File: src/verilog/qla_defs.svh
`ifndef QLA_DEFS_SVH
`define QLA_DEFS_SVH

// ------------------------------
// Board layout
// ------------------------------
`define NUM_CHAN        4           // Motor channels on the QLA

// Host bus address fields
`define ADDR_MAIN       4'h0        // Main space in addr[15:12]
`define OFF_AMP_CTRL    4'h0        // Amp enable, data bit 0
`define OFF_DAC_CTRL    4'h1        // Commanded current

// ------------------------------
// Quad DAC
// ------------------------------
`define CUR_W           16          // Current command width
`define DAC_FRAME_W     24          // cmd + addr + data
`define DAC_CMD_WRUPD   4'b0011     // Write and update channel
`define DAC_HALF_DIV    4           // sysclk cycles per half sclk

`endif

File: src/verilog/qla_pkg.sv
`default_nettype none

package qla_pkg;

`include "qla_defs.svh"

    // One commanded motor current
    typedef logic [`CUR_W-1:0] cur_cmd_t;

    // Channel register offsets in addr[3:0]
    typedef enum logic [3:0] {
        OFF_AMP = `OFF_AMP_CTRL,    // Amplifier enable
        OFF_DAC = `OFF_DAC_CTRL     // Current command
    } chan_off_t;

    // DAC serializer states
    typedef enum logic [1:0] {
        IDLE,       // Waiting for update
        SELECT,     // Load frame, drop csel
        SHIFT,      // Clock out 24 bits
        DESELECT    // csel high gap between frames
    } dac_state_t;

endpackage

`default_nettype wire

File: src/verilog/reg_wr_if.sv
`timescale 1ns/100ps
`default_nettype none

`include "qla_defs.svh"

// One decoded channel register write
interface reg_wr_if import qla_pkg::*; ();

    logic                         wr_valid;   // Single-cycle write pulse
    logic [$clog2(`NUM_CHAN)-1:0] chan;       // Zero-based channel index
    chan_off_t                    offset;     // Register within channel
    logic [31:0]                  data;       // Host write data
    logic                         blk;        // Registered blk_wen

    // Decode side
    modport src (output wr_valid, chan, offset, data, blk);

    // Register side
    modport dst (input wr_valid, chan, offset, data, blk);

endinterface

`default_nettype wire

File: src/verilog/dac_cmd_if.sv
`timescale 1ns/100ps
`default_nettype none

`include "qla_defs.svh"

// Current commands and handshake toward the DAC serializer
interface dac_cmd_if import qla_pkg::*; ();

    cur_cmd_t cmd [`NUM_CHAN];  // Live commands, channel 1 at index 0
    logic     update;           // Pulse, DAC copies cmd on this cycle
    logic     busy;             // High while a burst is running

    // Register block side
    modport ctrl (output cmd, update, input busy);

    // Serializer side
    modport dac (input cmd, update, output busy);

endinterface

`default_nettype wire

File: src/verilog/qla_write_decode.sv
`timescale 1ns/100ps
`default_nettype none

`include "qla_defs.svh"

module qla_write_decode import qla_pkg::*; (
    input  logic        sysclk,
    input  logic        rst_n,
    input  logic [15:0] reg_waddr,
    input  logic [31:0] reg_wdata,
    input  logic        reg_wen,
    input  logic        blk_wen,
    reg_wr_if.src       wr
);

    localparam int IDX_W = $clog2(`NUM_CHAN);

    logic [3:0] space;      // addr[15:12]
    logic [3:0] chan_num;   // addr[7:4], one-based
    logic [3:0] off_raw;    // addr[3:0]
    logic       chan_ok;
    logic       off_ok;
    logic       hit;        // Write lands on a channel register

    assign space    = reg_waddr[15:12];
    assign chan_num = reg_waddr[7:4];
    assign off_raw  = reg_waddr[3:0];

    // Channel 0 holds board registers, not a motor
    assign chan_ok = (chan_num != 4'd0) && (chan_num <= 4'(`NUM_CHAN));

    always_comb begin
        case (off_raw)
            OFF_AMP, OFF_DAC: off_ok = 1'b1;
            default:          off_ok = 1'b0;   // Offsets outside this path
        endcase
    end

    assign hit = reg_wen && (space == `ADDR_MAIN) && chan_ok && off_ok;

    // Strobe, one cycle behind the host
    always_ff @(posedge sysclk or negedge rst_n) begin
        if (!rst_n) begin
            wr.wr_valid <= 1'b0;
        end else begin
            wr.wr_valid <= hit;
        end
    end

    // Write payload, held until the next accepted write
    always_ff @(posedge sysclk) begin
        if (hit) begin
            wr.chan   <= IDX_W'(chan_num - 4'd1);  // 1..4 -> 0..3
            wr.offset <= chan_off_t'(off_raw);
            wr.data   <= reg_wdata;
            wr.blk    <= blk_wen;
        end
    end

endmodule

`default_nettype wire

File: src/verilog/qla_motor_regs.sv
`timescale 1ns/100ps
`default_nettype none

`include "qla_defs.svh"

module qla_motor_regs import qla_pkg::*; (
    input  logic                 sysclk,
    input  logic                 rst_n,
    reg_wr_if.dst                wr,
    dac_cmd_if.ctrl              dac,
    input  logic [15:0]          reg_raddr,
    output logic [31:0]          reg_rdata,
    output logic [`NUM_CHAN-1:0] amp_disable_pin
);

    localparam int IDX_W = $clog2(`NUM_CHAN);

    cur_cmd_t             cur_cmd [`NUM_CHAN];  // Commanded current per axis
    logic [`NUM_CHAN-1:0] amp_en;               // 1 -> amplifier on
    logic                 dac_req;              // Burst wanted
    logic                 serve;                // Request taken this cycle

    // ------------------------------
    // Channel registers
    // ------------------------------
    always_ff @(posedge sysclk or negedge rst_n) begin
        if (!rst_n) begin
            for (int i = 0; i < `NUM_CHAN; i++) begin
                cur_cmd[i] <= '0;
            end
            amp_en <= '0;                           // All amps off
        end else if (wr.wr_valid) begin
            case (wr.offset)
                OFF_DAC: cur_cmd[wr.chan] <= wr.data[`CUR_W-1:0];
                OFF_AMP: amp_en[wr.chan]  <= wr.data[0];
                default: ;
            endcase
        end
    end

    assign amp_disable_pin = ~amp_en;   // Pin is active-high disable

    // ------------------------------
    // DAC update request
    // ------------------------------
    assign serve = dac_req && !dac.busy;

    always_ff @(posedge sysclk or negedge rst_n) begin
        if (!rst_n) begin
            dac_req <= 1'b0;
        end else if (wr.wr_valid && wr.blk && (wr.offset == OFF_DAC)) begin
            dac_req <= 1'b1;    // Arm, or stay armed over a serve
        end else if (serve) begin
            dac_req <= 1'b0;
        end
    end

    // Pending writes collapse into one burst
    assign dac.update = serve;
    assign dac.cmd    = cur_cmd;

    // ------------------------------
    // Read-back mux
    // ------------------------------
    always_comb begin
        logic [3:0]       rd_chan;
        logic [IDX_W-1:0] rd_idx;

        rd_chan   = reg_raddr[7:4];
        rd_idx    = IDX_W'(rd_chan - 4'd1);
        reg_rdata = 32'd0;                      // Unknown addresses read 0
        if ((reg_raddr[15:12] == `ADDR_MAIN) && (rd_chan != 4'd0) &&
            (rd_chan <= 4'(`NUM_CHAN))) begin
            case (reg_raddr[3:0])
                OFF_DAC: reg_rdata = {{(32-`CUR_W){1'b0}}, cur_cmd[rd_idx]};
                OFF_AMP: reg_rdata = {31'd0, amp_en[rd_idx]};
                default: reg_rdata = 32'd0;
            endcase
        end
    end

endmodule

`default_nettype wire

File: src/verilog/qla_dac_spi.sv
`timescale 1ns/100ps
`default_nettype none

`include "qla_defs.svh"

module qla_dac_spi import qla_pkg::*; (
    input  logic    sysclk,
    input  logic    rst_n,
    dac_cmd_if.dac  dac,
    output logic    dac_sclk,
    output logic    dac_mosi,
    output logic    dac_csel
);

    localparam int IDX_W = $clog2(`NUM_CHAN);
    localparam int BIT_W = $clog2(`DAC_FRAME_W);
    localparam int DIV_W = $clog2(`DAC_HALF_DIV + 1);

    dac_state_t              state;
    logic [DIV_W-1:0]        div_cnt;       // Half-period divider
    logic                    tick;          // End of a half sclk period
    logic [BIT_W-1:0]        bit_cnt;       // Bit in frame, or gap count
    logic [IDX_W-1:0]        chan_idx;      // Frame being sent
    logic [`DAC_FRAME_W-1:0] shreg;         // Output shifter, MSB first
    cur_cmd_t                cmd_q [`NUM_CHAN];  // Snapshot taken on update

    assign tick = (div_cnt == DIV_W'(`DAC_HALF_DIV - 1));

    // Snapshot keeps the burst steady while the host writes new values
    always_ff @(posedge sysclk) begin
        if (dac.update) begin
            cmd_q <= dac.cmd;
        end
    end

    // ------------------------------
    // Serializer FSM
    // ------------------------------
    always_ff @(posedge sysclk or negedge rst_n) begin
        if (!rst_n) begin
            state    <= IDLE;
            div_cnt  <= '0;
            bit_cnt  <= '0;
            chan_idx <= '0;
            shreg    <= '0;
            dac_sclk <= 1'b0;
            dac_csel <= 1'b1;
        end else begin
            div_cnt <= (state == IDLE || tick) ? '0 : div_cnt + 1'b1;
            case (state)
                IDLE: begin
                    if (dac.update) begin
                        chan_idx <= '0;             // Channel 1 first
                        state    <= SELECT;
                    end
                end
                SELECT: if (tick) begin
                    // Frame: command, address nibble, 16 data bits
                    shreg    <= {`DAC_CMD_WRUPD, 4'(chan_idx), cmd_q[chan_idx]};
                    bit_cnt  <= '0;
                    dac_csel <= 1'b0;
                    state    <= SHIFT;
                end
                SHIFT: if (tick) begin
                    if (!dac_sclk) begin
                        dac_sclk <= 1'b1;           // DAC samples here
                    end else begin
                        dac_sclk <= 1'b0;
                        shreg    <= shreg << 1;     // Next bit while sclk low
                        if (bit_cnt == BIT_W'(`DAC_FRAME_W - 1)) begin
                            dac_csel <= 1'b1;       // Frame done
                            bit_cnt  <= '0;
                            state    <= DESELECT;
                        end else begin
                            bit_cnt <= bit_cnt + 1'b1;
                        end
                    end
                end
                DESELECT: if (tick) begin
                    // Two half periods of csel high
                    if (bit_cnt == BIT_W'(1)) begin
                        if (chan_idx == IDX_W'(`NUM_CHAN - 1)) begin
                            state <= IDLE;          // Burst finished
                        end else begin
                            chan_idx <= chan_idx + 1'b1;
                            state    <= SELECT;
                        end
                    end else begin
                        bit_cnt <= bit_cnt + 1'b1;
                    end
                end
                default: state <= IDLE;
            endcase
        end
    end

    assign dac_mosi = shreg[`DAC_FRAME_W-1];
    assign dac.busy = (state != IDLE);  // Rises the cycle after update

endmodule

`default_nettype wire

File: src/verilog/qla_top.sv
`timescale 1ns/100ps
`default_nettype none

`include "qla_defs.svh"

module qla_top import qla_pkg::*; (
    input  logic                 sysclk,
    input  logic                 rst_n,
    // Host bus
    input  logic [15:0]          reg_waddr,
    input  logic [31:0]          reg_wdata,
    input  logic                 reg_wen,
    input  logic                 blk_wen,
    input  logic [15:0]          reg_raddr,
    output logic [31:0]          reg_rdata,
    // Quad DAC pins
    output logic                 dac_sclk,
    output logic                 dac_mosi,
    output logic                 dac_csel,
    // Amplifier disables, axis 1 in bit 0
    output logic [`NUM_CHAN-1:0] amp_disable_pin
);

    reg_wr_if  wr_bus ();   // Decode to registers
    dac_cmd_if dac_bus ();  // Registers to serializer

    // ------------------------------
    // Write path
    // ------------------------------
    qla_write_decode u_decode (
        .sysclk    (sysclk),
        .rst_n     (rst_n),
        .reg_waddr (reg_waddr),
        .reg_wdata (reg_wdata),
        .reg_wen   (reg_wen),
        .blk_wen   (blk_wen),
        .wr        (wr_bus.src)
    );

    qla_motor_regs u_regs (
        .sysclk          (sysclk),
        .rst_n           (rst_n),
        .wr              (wr_bus.dst),
        .dac             (dac_bus.ctrl),
        .reg_raddr       (reg_raddr),
        .reg_rdata       (reg_rdata),
        .amp_disable_pin (amp_disable_pin)
    );

    // ------------------------------
    // DAC output
    // ------------------------------
    qla_dac_spi u_dac (
        .sysclk   (sysclk),
        .rst_n    (rst_n),
        .dac      (dac_bus.dac),
        .dac_sclk (dac_sclk),
        .dac_mosi (dac_mosi),
        .dac_csel (dac_csel)
    );

endmodule

`default_nettype wire

File: config.mk
export PLATFORM = sky130hd
export DESIGN_NAME = qla_top
export DESIGN_NICKNAME = d
export VERILOG_FILES = /design/src/verilog/qla_pkg.sv /design/src/verilog/reg_wr_if.sv /design/src/verilog/dac_cmd_if.sv /design/src/verilog/qla_write_decode.sv /design/src/verilog/qla_motor_regs.sv /design/src/verilog/qla_dac_spi.sv /design/src/verilog/qla_top.sv
export VERILOG_INCLUDE_DIRS = /design/src /design/src/verilog
export SDC_FILE = /design/constraint.sdc
export NUM_CORES = 1
export LEC_CHECK = 0
export BUFFER_PORTS_ARGS = -buffer_cell sky130_fd_sc_hd__buf_2
export CAP_MARGIN = 15
export CORE_AREA = 2 2 130 132
export CTS_CLUSTER_DIAMETER = 50
export CTS_CLUSTER_SIZE = 30
export DETAILED_ROUTE_END_ITERATION = 12
export DIE_AREA = 0 0 132 134
export GPL_TIMING_DRIVEN = 0
export MAX_ROUTING_LAYER = met4
export PLACE_DENSITY = 0.75
export SYNTH_ARGS = -nofsm -noshare
export SYNTH_HDL_FRONTEND = slang
export SYNTH_HIERARCHICAL = 1
export SYNTH_SLANG_ARGS = --single-unit
File: constraint.sdc
create_clock -name sysclk -period 14.8 [get_ports sysclk]
set_clock_uncertainty 0.2 [all_clocks]
set_input_delay 2.96 -clock sysclk [delete_from_list [all_inputs] [get_ports sysclk]]
set_output_delay 2.96 -clock sysclk [all_outputs]
set_load 0.1 [all_outputs]
==> flow_summary.json, run 1 <==
{
  "die_x_um": 132,
  "vias": 4653,
  "final_area_um2": 9610,
  "cts_setup_buffers": 0,
  "dieArea_um2": 17700,
  "boundaryPins": 107,
  "ant_nets": 0,
  "dp_slack_ps": 5410,
  "route.detailed.drc": 0,
  "ctsLongestPathBuffers": 2,
  "dr.first_iter.drc_count": 248,
  "htree_levels": 4,
  "multi_input_area_um2": 2820,
  "area_delta_synth_final_pct": 14.9,
  "first_pass_iters": 4,
  "max_cap_viol_count": 0,
  "gp_congestion": 0.770,
  "num_rows": 47,
  "die_y_um": 134,
  "cp-start-kind": "primary input",
  "numPortBuffers": 65,
  "drive_gt1_frac": 0.380,
  "timing.final.ws_setup_ps": 5400,
  "cts.sinks": 195,
  "cp_data_required_time_ps": 11640,
  "clock_latency_ps": 430,
  "layout.cells.non_filler": 860,
  "antenna_found_initial": 0,
  "viasPerCell": 5.41,
  "fill_cells": 1268,
  "ctsRootBufferMaster": "clkbuf_16",
  "wl_per_cell_um": 18.1,
  "hold_class": "register to register",
  "grtUsageTotal": 0.194,
  "ir_worst_vdd_mv": 0.0833,
  "hpwl_um": 10700,
  "grt_max_degree": 75,
  "diodes": 0,
  "dpl_cell_area_um2": 9080,
  "power.density_nw_per_um2": 139,
  "grt_pass1_vias": 4859,
  "slew-limit-headroom": 0.259,
  "clkTransAtPathRegs_ps": 70,
  "rsz0062_at_grt": "false",
  "cts-resized-gates": 0,
  "cts_tree": "done",
  "finalPower_mw": 1.34,
  "period_share": 0.635,
  "synth_warnings": 6,
  "dp.cells": 828,
  "tightest_slew_ps": 1110,
  "layout_min_cycle_time_ps": 9400,
  "end_kind": "output pin",
  "core-area_um2": 16300,
  "wirelength_um": 15600,
  "hold_viol": 0,
  "initial_utilization": 0.513,
  "leakage_nw": 3.97,
  "r2r_slack_ps": 11210,
  "status": "completed",
  "grt_pass1_wl_um": 25400,
  "numCtsBuffers": 17,
  "crit_arrival_ps": 6240,
  "setup_viol": 0,
  "syn_area_um2": 8360,
  "cp_max_fo": 10,
  "regArea_um2": 5320,
  "synthCells": 526,
  "worstSetupPathType": "primary input to output pin",
  "hold_buffers": 0,
  "synth_area_per_cell_um2": 15.9,
  "grt_overflow": 0,
  "finalSetupTns_ps": 0,
  "nets": 706,
  "final_max_slew_viol_count": 0,
  "clock.fmax_mhz": 106
}
[cell type report]
cell class / count / area share
Multi-Input combinational cell: 288 / 0.293
Clock buffer: 18 / 0.0457
Inverter: 16 / 0.00625
Timing Repair Buffer: 67 / 0.0391
Tap cell: 220 / 0.0287
Buffer: 42 / 0.0242
Clock inverter: 14 / 0.00938
Sequential cell: 195 / 0.553
[where the power goes]
part	total (mW)	switching (mW)	internal, mW
Sequential	0.635	0.0285	0.606
Combinational	0.292	0.181	0.111
Clock	0.411	0.193	0.218
[worst max-delay path: stages]
cell	delay (ps)
buf_2	260
buf_2	420
inv_1	110
ha_1	290
clkbuf_1	450
buf_1	650
mux4_2	330
nor2b_1	260
buf_2	480
[metal layers]
layer,GRT usage,wire length [µm]
met1,0.235,6380
met2,0.324,8070
met3,0.0408,783
met4,0.0743,314
met5,-,0
[metrics by stage]
stage          utilization  hold WS [ps]
3_3_place_gp         0.554           219
4_1_cts              0.590           250
5_1_grt              0.590           282
2_1_floorplan            -           208
6_report             0.590           252
3_5_place_dp         0.557           238
[cells in the final DEF (no fill, tap or decap), drive strengths merged, types with 2 or more instances in the layout]
master    count
conb         16
mux4         33
or4b          2
a21oi         4
ha           11
buf          96
inv          17
edfxtp       87
o21ai        18
nand2        28
dfrtp       107
and3          3
xnor2         3
clkbuf       31
nand3         6
o2bb2ai       2
nand4         3
mux2         74
o211ai        2
a22o          6
nand4b        3
nor2         14
clkinv       11
nor3          5
mux2i        17
nor2b        19
a31oi         3
nor4b         4
clkinvlp      2
nor4          3
[worst paths after layout]
path	cells past startpoint	start	endpoint
min	1	u_dac/div_cnt[0]	u_dac/div_cnt[0]
max in group asynchronous	2	rst_n	u_regs/dac.cmd[6]
min reg2reg	1	u_dac/div_cnt[0]	u_dac/div_cnt[0]
min in group asynchronous	1	rst_n	u_dac/shreg[23]
max reg2reg	10	u_dac/state[0]	u_dac/chan_idx[0]
max	9	reg_raddr[4]	reg_rdata[7]
[registers in the layout, indices dropped and copies added (netlist names), 3 cells and up]
register	flops
u_dac/bit_cnt	5
u_dac/cmd_q	64
u_dac/div_cnt	3
u_dac/shreg	24
u_decode/wr.data	16
u_decode/wr.offset	4
u_regs/amp_en	4
u_regs/dac.cmd	64
(Power assumes the default switching activity.)
==> inputs of run 2 (changes only) <==
--- a/config.mk
+++ b/config.mk
@@ -8,11 +8,11 @@
 export LEC_CHECK = 0
 export BUFFER_PORTS_ARGS = -buffer_cell sky130_fd_sc_hd__buf_2
 export CAP_MARGIN = 15
-export CORE_AREA = 2 2 130 132
+export CORE_AREA = 2 2 133 135
 export CTS_CLUSTER_DIAMETER = 50
 export CTS_CLUSTER_SIZE = 30
 export DETAILED_ROUTE_END_ITERATION = 12
-export DIE_AREA = 0 0 132 134
+export DIE_AREA = 0 0 135 137
 export GPL_TIMING_DRIVEN = 0
 export MAX_ROUTING_LAYER = met4
 export PLACE_DENSITY = 0.75
==> constraint.sdc (replaced) <==
create_clock -name sysclk -period 8.3 [get_ports sysclk]
set_clock_uncertainty 0.2 [all_clocks]
set_input_delay 1.66 -clock sysclk [delete_from_list [all_inputs] [get_ports sysclk]]
set_output_delay 1.66 -clock sysclk [all_outputs]
set_load 0.1 [all_outputs]
==> run 2 against run 1 <==
Net effect:
- design area grew 0.85%
- critical path type unchanged
- largest cell class unchanged
- critical path depth did not move
- highest routed layer unchanged
- first-iteration DRC count increased by 1.6%
- core utilization is 2.2 points lower
- clock power up 94%
- largest power group unchanged
==> flow_summary.json, run 2 (synthesis gave the netlist of run 1 again) <==
{
  "wl_met2_um": 8160,
  "first_pass_iters": 4,
  "grt_pass1_vias": 4794,
  "drive_gt1_frac": 0.384,
  "die_y_um": 137,
  "slew-limit-headroom": 0.361,
  "cts.sinks": 195,
  "cts_setup_buffers": 0,
  "area_delta_synth_final_pct": 15.8,
  "ctsLongestPathBuffers": 2,
  "hold_class": "register to register",
  "wl_met1_um": 6650,
  "ir_worst_vdd_mv": 0.160,
  "end_kind": "output pin",
  "min_to": "u_dac/div_cnt[0]",
  "viasPerCell": 5.43,
  "max_cap_viol_count": 0,
  "wl_per_cell_um": 18.1,
  "post-route-util": 0.568,
  "initial_utilization": 0.490,
  "dr.first_iter.drc_count": 252,
  "min_from": "u_dac/div_cnt[0]",
  "dpl_cell_area_um2": 9080,
  "route.detailed.drc": 0,
  "sequentialPowerShare": 0.463,
  "hpwl_um": 10700,
  "cts_tree": "done",
  "period_share": 0.827,
  "worstPathCellList": "buf_2 -> buf_2 -> inv_1 -> ha_1 -> clkbuf_1 -> buf_1 -> mux4_2 -> nor2b_1 -> buf_2",
  "worstSetupPathType": "primary input to output pin",
  "clock_latency_ps": 430,
  "ant_nets": 0,
  "final_common_cell": "dfrtp_1",
  "leakage_nw": 4.00,
  "dieArea_um2": 18500,
  "core-area_um2": 17100,
  "diodes": 0,
  "htree_levels": 4,
  "cp_slowest_cell": "buf_1",
  "clkPwrFrac": 0.327,
  "timing.rr.start": "u_dac/state[0]",
  "clock.fmax_mhz": 146,
  "r2r-end": "u_dac/chan_idx[0]",
  "grt_pass1_wl_um": 25000,
  "grt_max_degree": 70,
  "hold_ws_ps": 248,
  "hold_viol": 0,
  "final_area_um2": 9690,
  "holdPathStages": 1,
  "clkTransAtPathRegs_ps": 70,
  "wirelength_um": 15600,
  "boundaryPins": 107,
  "vias": 4700,
  "antenna_found_initial": 0,
  "cts-resized-gates": 0,
  "setup_viol": 0,
  "gp_congestion": 0.761,
  "critPathMostFrequentCell": "buf_2",
  "layout_min_cycle_time_ps": 6860,
  "r2r_slack_ps": 4670,
  "crit_arrival_ps": 5000,
  "final_max_slew_viol_count": 0,
  "num_rows": 48,
  "p_switching_mw": 0.735,
  "status": "completed",
  "rsz0062_at_grt": "false",
  "top_layer_used": "met4",
  "cp_data_required_time_ps": 6440,
  "internal-power_mw": 1.70,
  "numPortBuffers": 65,
  "met3_length_um": 632,
  "tightest_slew_ps": 957,
  "nets": 707,
  "power.density_nw_per_um2": 251,
  "grt_overflow": 0,
  "layout_common_cells": "dfrtp_1, edfxtp_1, buf_2, mux2_2, mux4_2",
  "cp_max_fo": 10,
  "cp-start-kind": "primary input",
  "finalPower_mw": 2.44,
  "reg2reg_depth": 10,
  "grtUsageTotal": 0.186,
  "p_sw_frac": 0.301,
  "die_x_um": 135,
  "combPwrFrac": 0.209,
  "hold_buffers": 0,
  "ctsRootBufferMaster": "clkbuf_16",
  "numCtsBuffers": 17,
  "cpPeakStageDelay_ps": 670,
  "finalSetupTns_ps": 0
}
run 2: cell types whose count changed in the layout (fill, tap and decap cells not counted), moves of 2 or more:
| cell | before | now |
|---|---|---|
| inv_6 | 1 | 3 |
| clkinv_1 | 3 | 0 |
| inv_8 | 0 | 3 |
| clkinv_2 | 4 | 0 |
run 2: per-layer routing:
layer | GRT usage | up-vias
met4 | 0.0532 | 0
li1 | - | 2135
met2 | 0.311 | 115
met5 | - | -
met3 | 0.0426 | 18
met1 | 0.230 | 2432
run 2: critical path, delay by kind of cell:
kind	cells	cell delay, ps
mux	1	340
simple gates	1	270
buf+inv	6	2410
fa+ha+maj	1	300
run 2: final cells by class:
type	instances	area, µm²
Clock buffer	18	429
Multi-Input combinational cell	288	2820
Buffer	42	233
Tap cell	225	282
Fill cell	1338	7370
Clock inverter	14	148
Inverter	16	60.1
Timing Repair Buffer	68	403
Sequential cell	195	5320
run 2: power by group through the flow:
stage / logic, mW / registers, mW / clock network, mW
2_1_floorplan: 0.367 / 1.17 / 0
4_1_cts: 0.517 / 1.13 / 0.810
5_1_grt: 0.567 / 1.14 / 0.849
3_3_place_gp: 0.493 / 1.14 / 0
6_report: 0.510 / 1.13 / 0.797
3_5_place_dp: 0.514 / 1.15 / 0
run 2: worst max path at each step:
| stage | startpoint | to | slack (ps) | cells past startpoint |
|---|---|---|---|---|
| finish | reg_raddr[4] | reg_rdata[6] | 1440 | 9 |
| global route | reg_raddr[4] | reg_rdata[6] | 1300 | 9 |
| CTS | reg_raddr[4] | reg_rdata[6] | 1450 | 9 |
| detailed placement | reg_raddr[4] | reg_rdata[6] | 1440 | 9 |
| global placement | reg_raddr[4] | reg_rdata[6] | 1430 | 9 |
| floorplan | reg_raddr[4] | reg_rdata[13] | 1640 | 8 |
run 2: metrics by stage:
stage | cells | worst slack, ps
final | 866 | 1440
after global routing | 866 | 1300
after global placement | 831 | 1430
after detailed placement | 833 | 1440
after CTS | 865 | 1450
after floorplan | 541 | 1640
